## config.mk

```make
export PLATFORM = sky130hd
export DESIGN_NAME = exu_dispatch_top
export DESIGN_NICKNAME = d
export VERILOG_FILES = /design/src/exu_dispatch_pkg.sv /design/src/div_unit.sv /design/src/exu_dispatch_top.sv /design/src/inst_dispatcher.sv /design/src/mul_unit.sv /design/src/rd_scoreboard.sv /design/src/wb_arbiter.sv
export SDC_FILE = /design/constraint.sdc
export NUM_CORES = 2
export LEC_CHECK = 0
export ABC_AREA = 1
export BUFFER_PORTS_ARGS = -buffer_cell sky130_fd_sc_hd__buf_2
export CAP_MARGIN = 20
export CORE_UTILIZATION = 26
export DETAILED_ROUTE_END_ITERATION = 10
export HOLD_SLACK_MARGIN = 0.08
export MAX_ROUTING_LAYER = met4
export PLACE_DENSITY_LB_ADDON = 0.2
export SYNTH_ARGS = -nofsm -noshare
export SYNTH_HDL_FRONTEND = slang
export SYNTH_SLANG_ARGS = --single-unit
```

## constraint.sdc

```tcl
create_clock -name clk -period 7.55 [get_ports clk]
set_input_delay 0.755 -clock clk [delete_from_list [all_inputs] [get_ports clk]]
set_output_delay 0.755 -clock clk [all_outputs]
set_load 0.05 [all_outputs]
```

## src/exu_dispatch_pkg.sv

```systemverilog
`default_nettype none

package exu_dispatch_pkg;

	typedef logic [31:0] xlen_t; // data word, pc, operand, result
	typedef logic [4:0] rd_id_t; // register index
	typedef logic [32:0] op33_t; // sign/zero extended mul/div operand
	typedef logic [3:0] alu_op_t; // alu operation code
	typedef logic [2:0] ls_type_t; // load/store access type
	typedef logic [11:0] csr_addr_t; // csr address
	typedef logic [1:0] csr_upd_t; // csr update type
	typedef logic [6:0] inst_type_t; // one flag per instruction class
	typedef logic [70:0] reuse_msg_t; // overlaid dispatch payload

	// instruction type flag positions
	localparam int FLAG_B = 6;
	localparam int FLAG_CSR = 5;
	localparam int FLAG_LOAD = 4;
	localparam int FLAG_STORE = 3;
	localparam int FLAG_MUL = 2;
	localparam int FLAG_DIV = 1;
	localparam int FLAG_REM = 0;

	// payload field offsets, layout depends on the instruction class
	localparam int ALU_MODE_OFS = 64; // alu op code, 4 bits
	localparam int ALU_OP1_OFS = 32;
	localparam int ALU_OP2_OFS = 0;
	localparam int LS_TYPE_OFS = 68; // only for load/store
	localparam int PRDT_JUMP_OFS = 68; // only for branches, same bit as ls type lsb
	localparam int CSR_ADDR_OFS = 34;
	localparam int CSR_TYPE_OFS = 32;
	localparam int CSR_MASK_OFS = 0;
	localparam int MD_OP_A_OFS = 34; // 33 bit operand a
	localparam int MD_OP_B_OFS = 1; // 33 bit operand b
	localparam int MD_RES_SEL_OFS = 0; // mul high word select

	typedef enum logic [1:0] {DIV_IDLE, DIV_BUSY, DIV_DONE} div_state_e;

	localparam int DIV_STEPS = 33; // one quotient bit per step

endpackage

`default_nettype wire

```

## src/div_unit.sv

```systemverilog
`default_nettype none

module div_unit (
	input wire clk,
	input wire rst_n,
	input wire exu_dispatch_pkg::op33_t op_a, // dividend
	input wire exu_dispatch_pkg::op33_t op_b, // divisor
	input wire rem_sel, // 1 returns the remainder
	input wire exu_dispatch_pkg::rd_id_t rd_id,
	input wire valid,
	output logic ready,
	output exu_dispatch_pkg::xlen_t res_data,
	output exu_dispatch_pkg::rd_id_t res_rd_id,
	output logic res_valid,
	input wire res_ready
);

	exu_dispatch_pkg::div_state_e state;
	logic [5:0] cnt; // step counter
	logic [32:0] a_mag, b_mag; // operand magnitudes
	logic [32:0] dvs, quo, rem; // divisor, quotient/dividend shifter, partial rem
	logic neg_q, neg_r, rem_q;
	logic [33:0] shifted; // partial rem with next dividend bit
	logic [34:0] diff; // msb is the borrow
	logic [32:0] quo_s, rem_s;

	assign a_mag = op_a[32] ? -op_a : op_a;
	assign b_mag = op_b[32] ? -op_b : op_b;
	assign shifted = {rem, quo[32]};
	assign diff = {1'b0, shifted} - {2'b0, dvs};
	assign quo_s = neg_q ? -quo : quo;
	assign rem_s = neg_r ? -rem : rem; // remainder follows the dividend
	assign ready = (state == exu_dispatch_pkg::DIV_IDLE);
	assign res_valid = (state == exu_dispatch_pkg::DIV_DONE);
	assign res_data = rem_q ? rem_s[31:0] : quo_s[31:0];

	always_ff @(posedge clk or negedge rst_n) begin
		if (!rst_n) begin
			state <= exu_dispatch_pkg::DIV_IDLE;
			cnt <= '0;
		end else begin
			case (state)
				exu_dispatch_pkg::DIV_IDLE: if (valid) begin
					state <= exu_dispatch_pkg::DIV_BUSY;
					cnt <= '0;
				end
				exu_dispatch_pkg::DIV_BUSY: begin
					cnt <= cnt + 6'd1;
					if (cnt == 6'(exu_dispatch_pkg::DIV_STEPS - 1))
						state <= exu_dispatch_pkg::DIV_DONE;
				end
				exu_dispatch_pkg::DIV_DONE: if (res_ready)
					state <= exu_dispatch_pkg::DIV_IDLE; // result taken
				default: state <= exu_dispatch_pkg::DIV_IDLE;
			endcase
		end
	end

	always_ff @(posedge clk) begin
		if (state == exu_dispatch_pkg::DIV_IDLE && valid) begin
			quo <= a_mag;
			rem <= '0;
			dvs <= b_mag;
			// divide by zero: quotient stays all ones, rem ends as the dividend
			neg_q <= (op_a[32] ^ op_b[32]) & (|op_b);
			neg_r <= op_a[32];
			rem_q <= rem_sel;
			res_rd_id <= rd_id;
		end else if (state == exu_dispatch_pkg::DIV_BUSY) begin
			quo <= {quo[31:0], ~diff[34]}; // restoring step
			rem <= diff[34] ? shifted[32:0] : diff[32:0];
		end
	end

endmodule

`default_nettype wire

```

## src/exu_dispatch_top.sv

```systemverilog
`default_nettype none

module exu_dispatch_top (
	input wire clk,
	input wire rst_n,
	input wire sys_reset_req,
	input wire flush_req,
	input wire exu_dispatch_pkg::reuse_msg_t s_dispatch_req_msg_reused,
	input wire exu_dispatch_pkg::inst_type_t s_dispatch_req_inst_type_packeted,
	input wire exu_dispatch_pkg::xlen_t s_dispatch_req_pc_of_inst,
	input wire exu_dispatch_pkg::xlen_t s_dispatch_req_pc_jump,
	input wire exu_dispatch_pkg::rd_id_t s_dispatch_req_rd_id,
	input wire s_dispatch_req_rd_vld,
	input wire s_dispatch_req_valid,
	output logic s_dispatch_req_ready,
	output exu_dispatch_pkg::alu_op_t m_alu_op_mode,
	output exu_dispatch_pkg::xlen_t m_alu_op1,
	output exu_dispatch_pkg::xlen_t m_alu_op2,
	output logic m_alu_addr_gen_sel,
	output logic m_alu_valid,
	input wire m_alu_ready,
	output exu_dispatch_pkg::xlen_t m_bcu_pc_of_inst,
	output exu_dispatch_pkg::xlen_t m_bcu_pc_jump,
	output logic m_bcu_prdt_jump,
	output logic m_bcu_valid,
	input wire m_bcu_ready,
	output logic m_ls_sel,
	output exu_dispatch_pkg::ls_type_t m_ls_type,
	output exu_dispatch_pkg::rd_id_t m_rd_id_for_ld,
	output logic m_lsu_valid,
	input wire m_lsu_ready,
	output exu_dispatch_pkg::csr_addr_t m_csr_addr,
	output exu_dispatch_pkg::csr_upd_t m_csr_upd_type,
	output exu_dispatch_pkg::xlen_t m_csr_upd_mask_v,
	output logic m_csr_rw_valid,
	input wire m_csr_rw_ready,
	input wire ld_done, // load completion from the lsu
	input wire exu_dispatch_pkg::rd_id_t ld_done_rd_id,
	output logic wb_valid,
	output exu_dispatch_pkg::rd_id_t wb_rd_id,
	output exu_dispatch_pkg::xlen_t wb_data,
	input wire wb_ready
);

	exu_dispatch_pkg::rd_id_t chk_rd_id, m_mul_rd_id, m_div_rd_id, set_rd_id;
	exu_dispatch_pkg::op33_t m_mul_op_a, m_mul_op_b, m_div_op_a, m_div_op_b;
	exu_dispatch_pkg::xlen_t mul_data, div_data;
	exu_dispatch_pkg::rd_id_t mul_rd_id, div_rd_id;
	logic rd_raw_dpc, set_en;
	logic m_mul_res_sel, m_mul_valid, m_mul_ready, m_div_rem_sel, m_div_valid, m_div_ready;
	logic mul_valid, mul_ready, div_valid, div_ready;

	// at most one of these transfers happens per cycle
	assign set_en = (m_mul_valid & m_mul_ready) | (m_div_valid & m_div_ready) |
		(m_lsu_valid & m_lsu_ready & ~m_ls_sel);
	assign set_rd_id = chk_rd_id; // every long instruction takes rd from the request

	inst_dispatcher u_disp (
		.raw_dpc_check_rd_id(chk_rd_id),
		.*
	);

	rd_scoreboard u_sb (
		.clk, .rst_n, .chk_rd_id, .rd_busy(rd_raw_dpc), .set_en, .set_rd_id,
		.wb_clr_en(wb_valid & wb_ready), .wb_clr_rd_id(wb_rd_id), .ld_done, .ld_done_rd_id
	);

	mul_unit u_mul (
		.clk, .rst_n, .op_a(m_mul_op_a), .op_b(m_mul_op_b), .res_sel(m_mul_res_sel),
		.rd_id(m_mul_rd_id), .valid(m_mul_valid), .ready(m_mul_ready),
		.res_data(mul_data), .res_rd_id(mul_rd_id), .res_valid(mul_valid), .res_ready(mul_ready)
	);

	div_unit u_div (
		.clk, .rst_n, .op_a(m_div_op_a), .op_b(m_div_op_b), .rem_sel(m_div_rem_sel),
		.rd_id(m_div_rd_id), .valid(m_div_valid), .ready(m_div_ready),
		.res_data(div_data), .res_rd_id(div_rd_id), .res_valid(div_valid), .res_ready(div_ready)
	);

	wb_arbiter u_arb (
		.mul_data, .mul_rd_id, .mul_valid, .mul_ready, .div_data, .div_rd_id, .div_valid,
		.div_ready, .wb_valid, .wb_rd_id, .wb_data, .wb_ready
	);

endmodule

`default_nettype wire

```

## src/inst_dispatcher.sv

```systemverilog
`default_nettype none

module inst_dispatcher (
	input wire sys_reset_req,
	input wire flush_req,
	output exu_dispatch_pkg::rd_id_t raw_dpc_check_rd_id, // rd looked up in scoreboard
	input wire rd_raw_dpc, // rd still owed by a long instruction
	input wire exu_dispatch_pkg::reuse_msg_t s_dispatch_req_msg_reused,
	input wire exu_dispatch_pkg::inst_type_t s_dispatch_req_inst_type_packeted,
	input wire exu_dispatch_pkg::xlen_t s_dispatch_req_pc_of_inst,
	input wire exu_dispatch_pkg::xlen_t s_dispatch_req_pc_jump,
	input wire exu_dispatch_pkg::rd_id_t s_dispatch_req_rd_id,
	input wire s_dispatch_req_rd_vld,
	input wire s_dispatch_req_valid,
	output logic s_dispatch_req_ready,
	output exu_dispatch_pkg::alu_op_t m_alu_op_mode,
	output exu_dispatch_pkg::xlen_t m_alu_op1,
	output exu_dispatch_pkg::xlen_t m_alu_op2,
	output logic m_alu_addr_gen_sel, // alu computes a memory address
	output logic m_alu_valid,
	input wire m_alu_ready,
	output exu_dispatch_pkg::xlen_t m_bcu_pc_of_inst,
	output exu_dispatch_pkg::xlen_t m_bcu_pc_jump,
	output logic m_bcu_prdt_jump,
	output logic m_bcu_valid,
	input wire m_bcu_ready,
	output logic m_ls_sel, // 0 load, 1 store
	output exu_dispatch_pkg::ls_type_t m_ls_type,
	output exu_dispatch_pkg::rd_id_t m_rd_id_for_ld,
	output logic m_lsu_valid,
	input wire m_lsu_ready,
	output exu_dispatch_pkg::csr_addr_t m_csr_addr,
	output exu_dispatch_pkg::csr_upd_t m_csr_upd_type,
	output exu_dispatch_pkg::xlen_t m_csr_upd_mask_v,
	output logic m_csr_rw_valid,
	input wire m_csr_rw_ready,
	output exu_dispatch_pkg::op33_t m_mul_op_a,
	output exu_dispatch_pkg::op33_t m_mul_op_b,
	output logic m_mul_res_sel, // 0 low word, 1 high word
	output exu_dispatch_pkg::rd_id_t m_mul_rd_id,
	output logic m_mul_valid,
	input wire m_mul_ready,
	output exu_dispatch_pkg::op33_t m_div_op_a,
	output exu_dispatch_pkg::op33_t m_div_op_b,
	output logic m_div_rem_sel, // 0 quotient, 1 remainder
	output exu_dispatch_pkg::rd_id_t m_div_rd_id,
	output logic m_div_valid,
	input wire m_div_ready
);

	logic on_flush_rst, waw_hold, go; // go: request may leave this cycle
	logic is_b, is_csr, is_st, is_ls, is_mul, is_dr, no_alu;
	logic pair_rdy; // partner of a paired alu transfer is ready

	assign is_b = s_dispatch_req_inst_type_packeted[exu_dispatch_pkg::FLAG_B];
	assign is_csr = s_dispatch_req_inst_type_packeted[exu_dispatch_pkg::FLAG_CSR];
	assign is_st = s_dispatch_req_inst_type_packeted[exu_dispatch_pkg::FLAG_STORE];
	assign is_ls = s_dispatch_req_inst_type_packeted[exu_dispatch_pkg::FLAG_LOAD] | is_st;
	assign is_mul = s_dispatch_req_inst_type_packeted[exu_dispatch_pkg::FLAG_MUL];
	assign is_dr = s_dispatch_req_inst_type_packeted[exu_dispatch_pkg::FLAG_DIV] |
		s_dispatch_req_inst_type_packeted[exu_dispatch_pkg::FLAG_REM];
	assign no_alu = is_csr | is_mul | is_dr; // these bypass the alu

	assign on_flush_rst = sys_reset_req | flush_req;
	assign raw_dpc_check_rd_id = s_dispatch_req_rd_id;
	assign waw_hold = s_dispatch_req_rd_vld & rd_raw_dpc; // rd owed, wait
	assign go = s_dispatch_req_valid & ~on_flush_rst & ~waw_hold;
	// branch and load/store move alu plus partner in the same cycle
	assign pair_rdy = (~is_b | m_bcu_ready) & (~is_ls | m_lsu_ready) &
		(~(is_b | is_ls) | m_alu_ready);

	assign s_dispatch_req_ready = ~on_flush_rst & ~waw_hold &
		(no_alu | m_alu_ready) & (~is_b | m_bcu_ready) & (~is_ls | m_lsu_ready) &
		(~is_csr | m_csr_rw_ready) & (~is_mul | m_mul_ready) & (~is_dr | m_div_ready);

	assign m_alu_op_mode = s_dispatch_req_msg_reused[exu_dispatch_pkg::ALU_MODE_OFS +: 4];
	assign m_alu_op1 = s_dispatch_req_msg_reused[exu_dispatch_pkg::ALU_OP1_OFS +: 32];
	assign m_alu_op2 = s_dispatch_req_msg_reused[exu_dispatch_pkg::ALU_OP2_OFS +: 32];
	assign m_alu_addr_gen_sel = is_ls;
	assign m_alu_valid = go & ~no_alu & pair_rdy;

	assign m_bcu_pc_of_inst = s_dispatch_req_pc_of_inst;
	assign m_bcu_pc_jump = s_dispatch_req_pc_jump;
	assign m_bcu_prdt_jump = s_dispatch_req_msg_reused[exu_dispatch_pkg::PRDT_JUMP_OFS];
	assign m_bcu_valid = go & is_b & pair_rdy;

	assign m_ls_sel = is_st;
	assign m_ls_type = s_dispatch_req_msg_reused[exu_dispatch_pkg::LS_TYPE_OFS +: 3];
	assign m_rd_id_for_ld = s_dispatch_req_rd_id;
	assign m_lsu_valid = go & is_ls & pair_rdy;

	assign m_csr_addr = s_dispatch_req_msg_reused[exu_dispatch_pkg::CSR_ADDR_OFS +: 12];
	assign m_csr_upd_type = s_dispatch_req_msg_reused[exu_dispatch_pkg::CSR_TYPE_OFS +: 2];
	assign m_csr_upd_mask_v = s_dispatch_req_msg_reused[exu_dispatch_pkg::CSR_MASK_OFS +: 32];
	assign m_csr_rw_valid = go & is_csr;

	// mul and div share the operand fields of the payload
	assign m_mul_op_a = s_dispatch_req_msg_reused[exu_dispatch_pkg::MD_OP_A_OFS +: 33];
	assign m_mul_op_b = s_dispatch_req_msg_reused[exu_dispatch_pkg::MD_OP_B_OFS +: 33];
	assign m_mul_res_sel = s_dispatch_req_msg_reused[exu_dispatch_pkg::MD_RES_SEL_OFS];
	assign m_mul_rd_id = s_dispatch_req_rd_id;
	assign m_mul_valid = go & is_mul;

	assign m_div_op_a = m_mul_op_a;
	assign m_div_op_b = m_mul_op_b;
	assign m_div_rem_sel = s_dispatch_req_inst_type_packeted[exu_dispatch_pkg::FLAG_REM];
	assign m_div_rd_id = s_dispatch_req_rd_id;
	assign m_div_valid = go & is_dr;

endmodule

`default_nettype wire

```

## src/mul_unit.sv

```systemverilog
`default_nettype none

module mul_unit (
	input wire clk,
	input wire rst_n,
	input wire exu_dispatch_pkg::op33_t op_a,
	input wire exu_dispatch_pkg::op33_t op_b,
	input wire res_sel, // 1 selects the high word
	input wire exu_dispatch_pkg::rd_id_t rd_id,
	input wire valid,
	output logic ready,
	output exu_dispatch_pkg::xlen_t res_data,
	output exu_dispatch_pkg::rd_id_t res_rd_id,
	output logic res_valid,
	input wire res_ready
);

	logic s1_valid, s2_valid; // stage occupancy
	logic s1_adv, s2_adv; // stage may load
	logic signed [65:0] s1_prod; // full 33x33 product
	logic s1_sel;
	exu_dispatch_pkg::rd_id_t s1_rd;

	assign s2_adv = ~s2_valid | res_ready; // empty or draining
	assign s1_adv = ~s1_valid | s2_adv;
	assign ready = s1_adv; // low only when both full and output stuck
	assign res_valid = s2_valid;

	always_ff @(posedge clk or negedge rst_n) begin
		if (!rst_n) begin
			s1_valid <= 1'b0;
			s2_valid <= 1'b0;
		end else begin
			if (s1_adv)
				s1_valid <= valid;
			if (s2_adv)
				s2_valid <= s1_valid;
		end
	end

	always_ff @(posedge clk) begin
		if (s1_adv & valid) begin
			s1_prod <= $signed(op_a) * $signed(op_b);
			s1_sel <= res_sel;
			s1_rd <= rd_id;
		end
		if (s2_adv & s1_valid) begin
			res_data <= s1_sel ? s1_prod[63:32] : s1_prod[31:0]; // mulh* vs mul
			res_rd_id <= s1_rd;
		end
	end

endmodule

`default_nettype wire

```

## src/rd_scoreboard.sv

```systemverilog
`default_nettype none

module rd_scoreboard (
	input wire clk,
	input wire rst_n,
	input wire exu_dispatch_pkg::rd_id_t chk_rd_id, // rd of the waiting instruction
	output logic rd_busy,
	input wire set_en, // long instruction accepted
	input wire exu_dispatch_pkg::rd_id_t set_rd_id,
	input wire wb_clr_en, // writeback transfer
	input wire exu_dispatch_pkg::rd_id_t wb_clr_rd_id,
	input wire ld_done, // load data returned
	input wire exu_dispatch_pkg::rd_id_t ld_done_rd_id
);

	logic [31:0] busy; // one bit per register
	logic [31:0] set_mask, clr_mask, busy_nxt;

	always_comb begin
		set_mask = '0;
		clr_mask = '0;
		if (set_en)
			set_mask[set_rd_id] = 1'b1;
		if (wb_clr_en)
			clr_mask[wb_clr_rd_id] = 1'b1;
		if (ld_done)
			clr_mask[ld_done_rd_id] = 1'b1;
		// set after clear, newer instruction owns the register
		busy_nxt = (busy & ~clr_mask) | set_mask;
		busy_nxt[0] = 1'b0; // x0 is never owed
	end

	always_ff @(posedge clk or negedge rst_n) begin
		if (!rst_n)
			busy <= '0;
		else
			busy <= busy_nxt;
	end

	assign rd_busy = busy[chk_rd_id]; // same cycle lookup

endmodule

`default_nettype wire

```

## src/wb_arbiter.sv

```systemverilog
`default_nettype none

module wb_arbiter (
	input wire exu_dispatch_pkg::xlen_t mul_data,
	input wire exu_dispatch_pkg::rd_id_t mul_rd_id,
	input wire mul_valid,
	output logic mul_ready,
	input wire exu_dispatch_pkg::xlen_t div_data,
	input wire exu_dispatch_pkg::rd_id_t div_rd_id,
	input wire div_valid,
	output logic div_ready,
	output logic wb_valid,
	output exu_dispatch_pkg::rd_id_t wb_rd_id,
	output exu_dispatch_pkg::xlen_t wb_data,
	input wire wb_ready
);

	logic div_gnt; // divider holds the port

	// divider first, it blocks its unit for the whole division
	assign div_gnt = div_valid;
	assign wb_valid = div_valid | mul_valid;
	assign wb_rd_id = div_gnt ? div_rd_id : mul_rd_id;
	assign wb_data = div_gnt ? div_data : mul_data;

	assign div_ready = wb_ready;
	assign mul_ready = wb_ready & ~div_gnt; // loser sees back-pressure

endmodule

`default_nettype wire

```

==> flow_summary.ini <==
[run_status]
status = completed

[die]
ios = 396
row_count = 173
core-area_sq_um = 223000
die_w_um = 476
initial_core_util_pct = 26.2
die-area_sq_um = 226000
die_h_um = 476

[sta]
tightest_slew_ps = 1100
setup_ws_ps = 175
fmax_ghz = 0.136
setup_violations = 0
rsz0062_at_grt = no
slew-limit-headroom_pct = 26.6
drv_slew = 0
finalCritPeriodShare_pct = 97.7
skew_ps = 30.4
hold_viol_final = 0
fin_crit_ps = 7380

[drt]
drcViolationCount = 0
ant_nets = 0
drt_wl_total_mm = 219
dr.pass1.iters = 6
vias_per_cell = 4.42
num_vias = 48700
post_drt_wl_per_cell_um = 19.8
drt_iter0_drc = 3584

[clock_tree]
cts_setup_buffers = 0
cts_sinks = 255
cts-root-buf = clkbuf_16
htreeDepth = 2
cts_buffers = 35
cts_tree = built
clk_path_buf_depth = 3
clk_pin_slew_ps = 60
clock_latency_ps = 590

[finish]
finish.instance_area_sq_um = 68200
utilization_pct = 30.6
multi_input_area_sq_um = 41100
syn2layout_area_growth_pct = 16.8
drive_gt1_share_pct = 13.8
nNetsFinal = 9566
fillers = 24100
regArea_sq_um = 7120

[critical_path]
path_buf_inv = 9
crit_family = adder cells
arrival_ps = 7720
crit_end = u_mul.s1_prod[57]
start_kind = input pin
path_class = input pin to flop
slowest_delay_ps = 630
critPathSlowestCell = fa_1
startpoint = s_dispatch_req_msg_reused[52]
r2r_setup_slack_ps = 4260
r2r-end = u_div.rem[25]
rr_startpoint = u_div.rem[12]
setup.worst_path.end_class = flop
critical_path_depth = 26
timing.critical_path.mode_cell = fa_1
rr_worst_depth = 13
required_ps = 7890
path_max_fanout = 11

[synth]
syn_inst = 7564
syn_avg_cell_area_sq_um = 7.72
syn-num-nets = 9106
ys_ff_latch = 255
synth-main-ff-cell = edfxtp_1
syn_area_sq_um = 58400
synth-edff-count = 181
synthTopCellsByArea = fa_1 (39%), inv_1 (13%), nand2_1 (12%), edfxtp_1 (9.3%), ha_1 (5.4%)
synth_top_area_cell = fa_1
netlist.area_leader.share_pct = 38.6
yosys_warnings = 0
yosysSeqAreaShare_pct = 12.2
ys_types = 49
async_reset_ff_share_pct = 16.1

[global_route]
first_global_vias = 51300
grt_max_degree = 66
grt_pass1_wl_mm = 332
grt_overflow = 0
antenna_found_initial = 4
grt.total_usage_pct = 20.2

[placement]
dp.final_hpwl_mm = 188
port_buffers = 258
placedInstanceArea_sq_um = 66700
place_ws_ps = -675
gp_congestion = 0.932

[min_path]
worstHoldPathType = input pin to flop

[flow_run]
max_cap_violations = 0
[layout by cell type (no fill, tap or decap), types with 21 or more instances in the layout]
cell type,instances
nor2_1,396
nand2_1,1894
o21bai_1,21
nand4_1,44
xor2_1,102
mux2_2,32
nor3_1,61
edfxtp_1,181
buf_4,596
dfrtp_1,41
inv_1,2028
xnor2_1,38
buf_2,238
o21ai_0,205
a21oi_1,154
dfxtp_1,33
clkbuf_16,35
a31oi_1,29
nand3_1,248
fa_1,1118
buf_12,78
ha_1,241
[routing by layer]
layer | routed length, um | global-route usage (%)
met3 | 10000 | 1.31
met4 | 3830 | 3.19
met2 | 104000 | 33.4
met1 | 101000 | 27.6
met5 | 0 | -
[cell families after synthesis]
logic type / after synthesis / synth area share (%)
muxes: 32 / 0.617
adders and majority gates: 1378 / 44.0
AOI/OAI and AO/OA: 489 / 4.61
xor gates and xnor gates: 144 / 2.16
DFF: 255 / 12.2
and+or+nand+nor: 2717 / 18.6
buffers and inverters: 2549 / 17.8
[through the flow]
step                setup TNS (ps)  hold slack (ps)  cells
floorplan                        0              400   7564
global placement            -19850              400  11000
detailed placement          -17530              405  11000
CTS                              0              377  11000
global route                     0              386  11000
finish                           0              398  11000
[what timing repair did]
item                                    in CTS  in global routing
hold buffers                                 0                  1
endpoints found under the hold margin        0                  5
endpoints found under the setup margin       3                 39
pin swaps                                    0                  5
resized for setup                            6                 76
[registers in the layout, summed over array words and instances (netlist names), 6 cells and up]
name	cells
u_div.dvs	33
u_mul.res_data	32
u_div.cnt	6
u_div.rem	33
u_div.quo	33
u_sb.busy	31
u_mul.s1_prod	64
[worst min path at each step]
| stage | start | endpoint | slack, ps | cells past startpoint |
|---|---|---|---|---|
| floorplan | u_mul.s1_rd[0] | u_mul.res_rd_id[0] | 400 | 0 |
| global route | s_dispatch_req_inst_type_packeted[0] | u_div.rem_q | 390 | 1 |
| finish | s_dispatch_req_inst_type_packeted[0] | u_div.rem_q | 400 | 1 |
| global placement | u_mul.s1_rd[1] | u_mul.res_rd_id[1] | 400 | 0 |
| CTS | s_dispatch_req_inst_type_packeted[0] | u_div.rem_q | 380 | 1 |
| detailed placement | u_mul.s1_rd[0] | u_mul.res_rd_id[0] | 410 | 0 |
[final cells by class]
cell class | count | area share, %
diodes | 1 | 0.00367
repair buffers | 934 | 10.9
flip-flops and latches | 255 | 10.4
inverters | 2038 | 11.2
multi-input cells | 4760 | 60.3
well taps | 2975 | 5.46
clock inverters | 23 | 0.318
clock buffers | 41 | 1.33
[synthesized netlist by cell type, types with 5 or more instances]
| cell | count |
|---|---|
| nor4_1 | 11 |
| ha_1 | 252 |
| dfxtp_1 | 33 |
| mux2_2 | 32 |
| edfxtp_1 | 181 |
| inv_1 | 2033 |
| buf_2 | 14 |
| xor2_1 | 106 |
| o21bai_1 | 21 |
| nor3_1 | 68 |
| nand3b_1 | 8 |
| a21oi_1 | 163 |
| o21ai_0 | 208 |
| clkbuf_1 | 213 |
| o211ai_1 | 20 |
| buf_6 | 6 |
| nand3_1 | 252 |
| dfrtp_1 | 41 |
| o21ai_1 | 6 |
| or2_2 | 15 |
| xnor2_1 | 38 |
| nand4_1 | 44 |
| a21o_1 | 17 |
| nand2_1 | 1898 |
| buf_1 | 84 |
| a31oi_1 | 29 |
| o22ai_1 | 7 |
| fa_1 | 1126 |
| a21boi_0 | 5 |
| nor2_1 | 406 |
| o21a_1 | 5 |
| buf_4 | 194 |
Power is left out: the tool's default activity adds up to more than one toggle a clock period on the data nets, which glitch-free logic cannot reach.
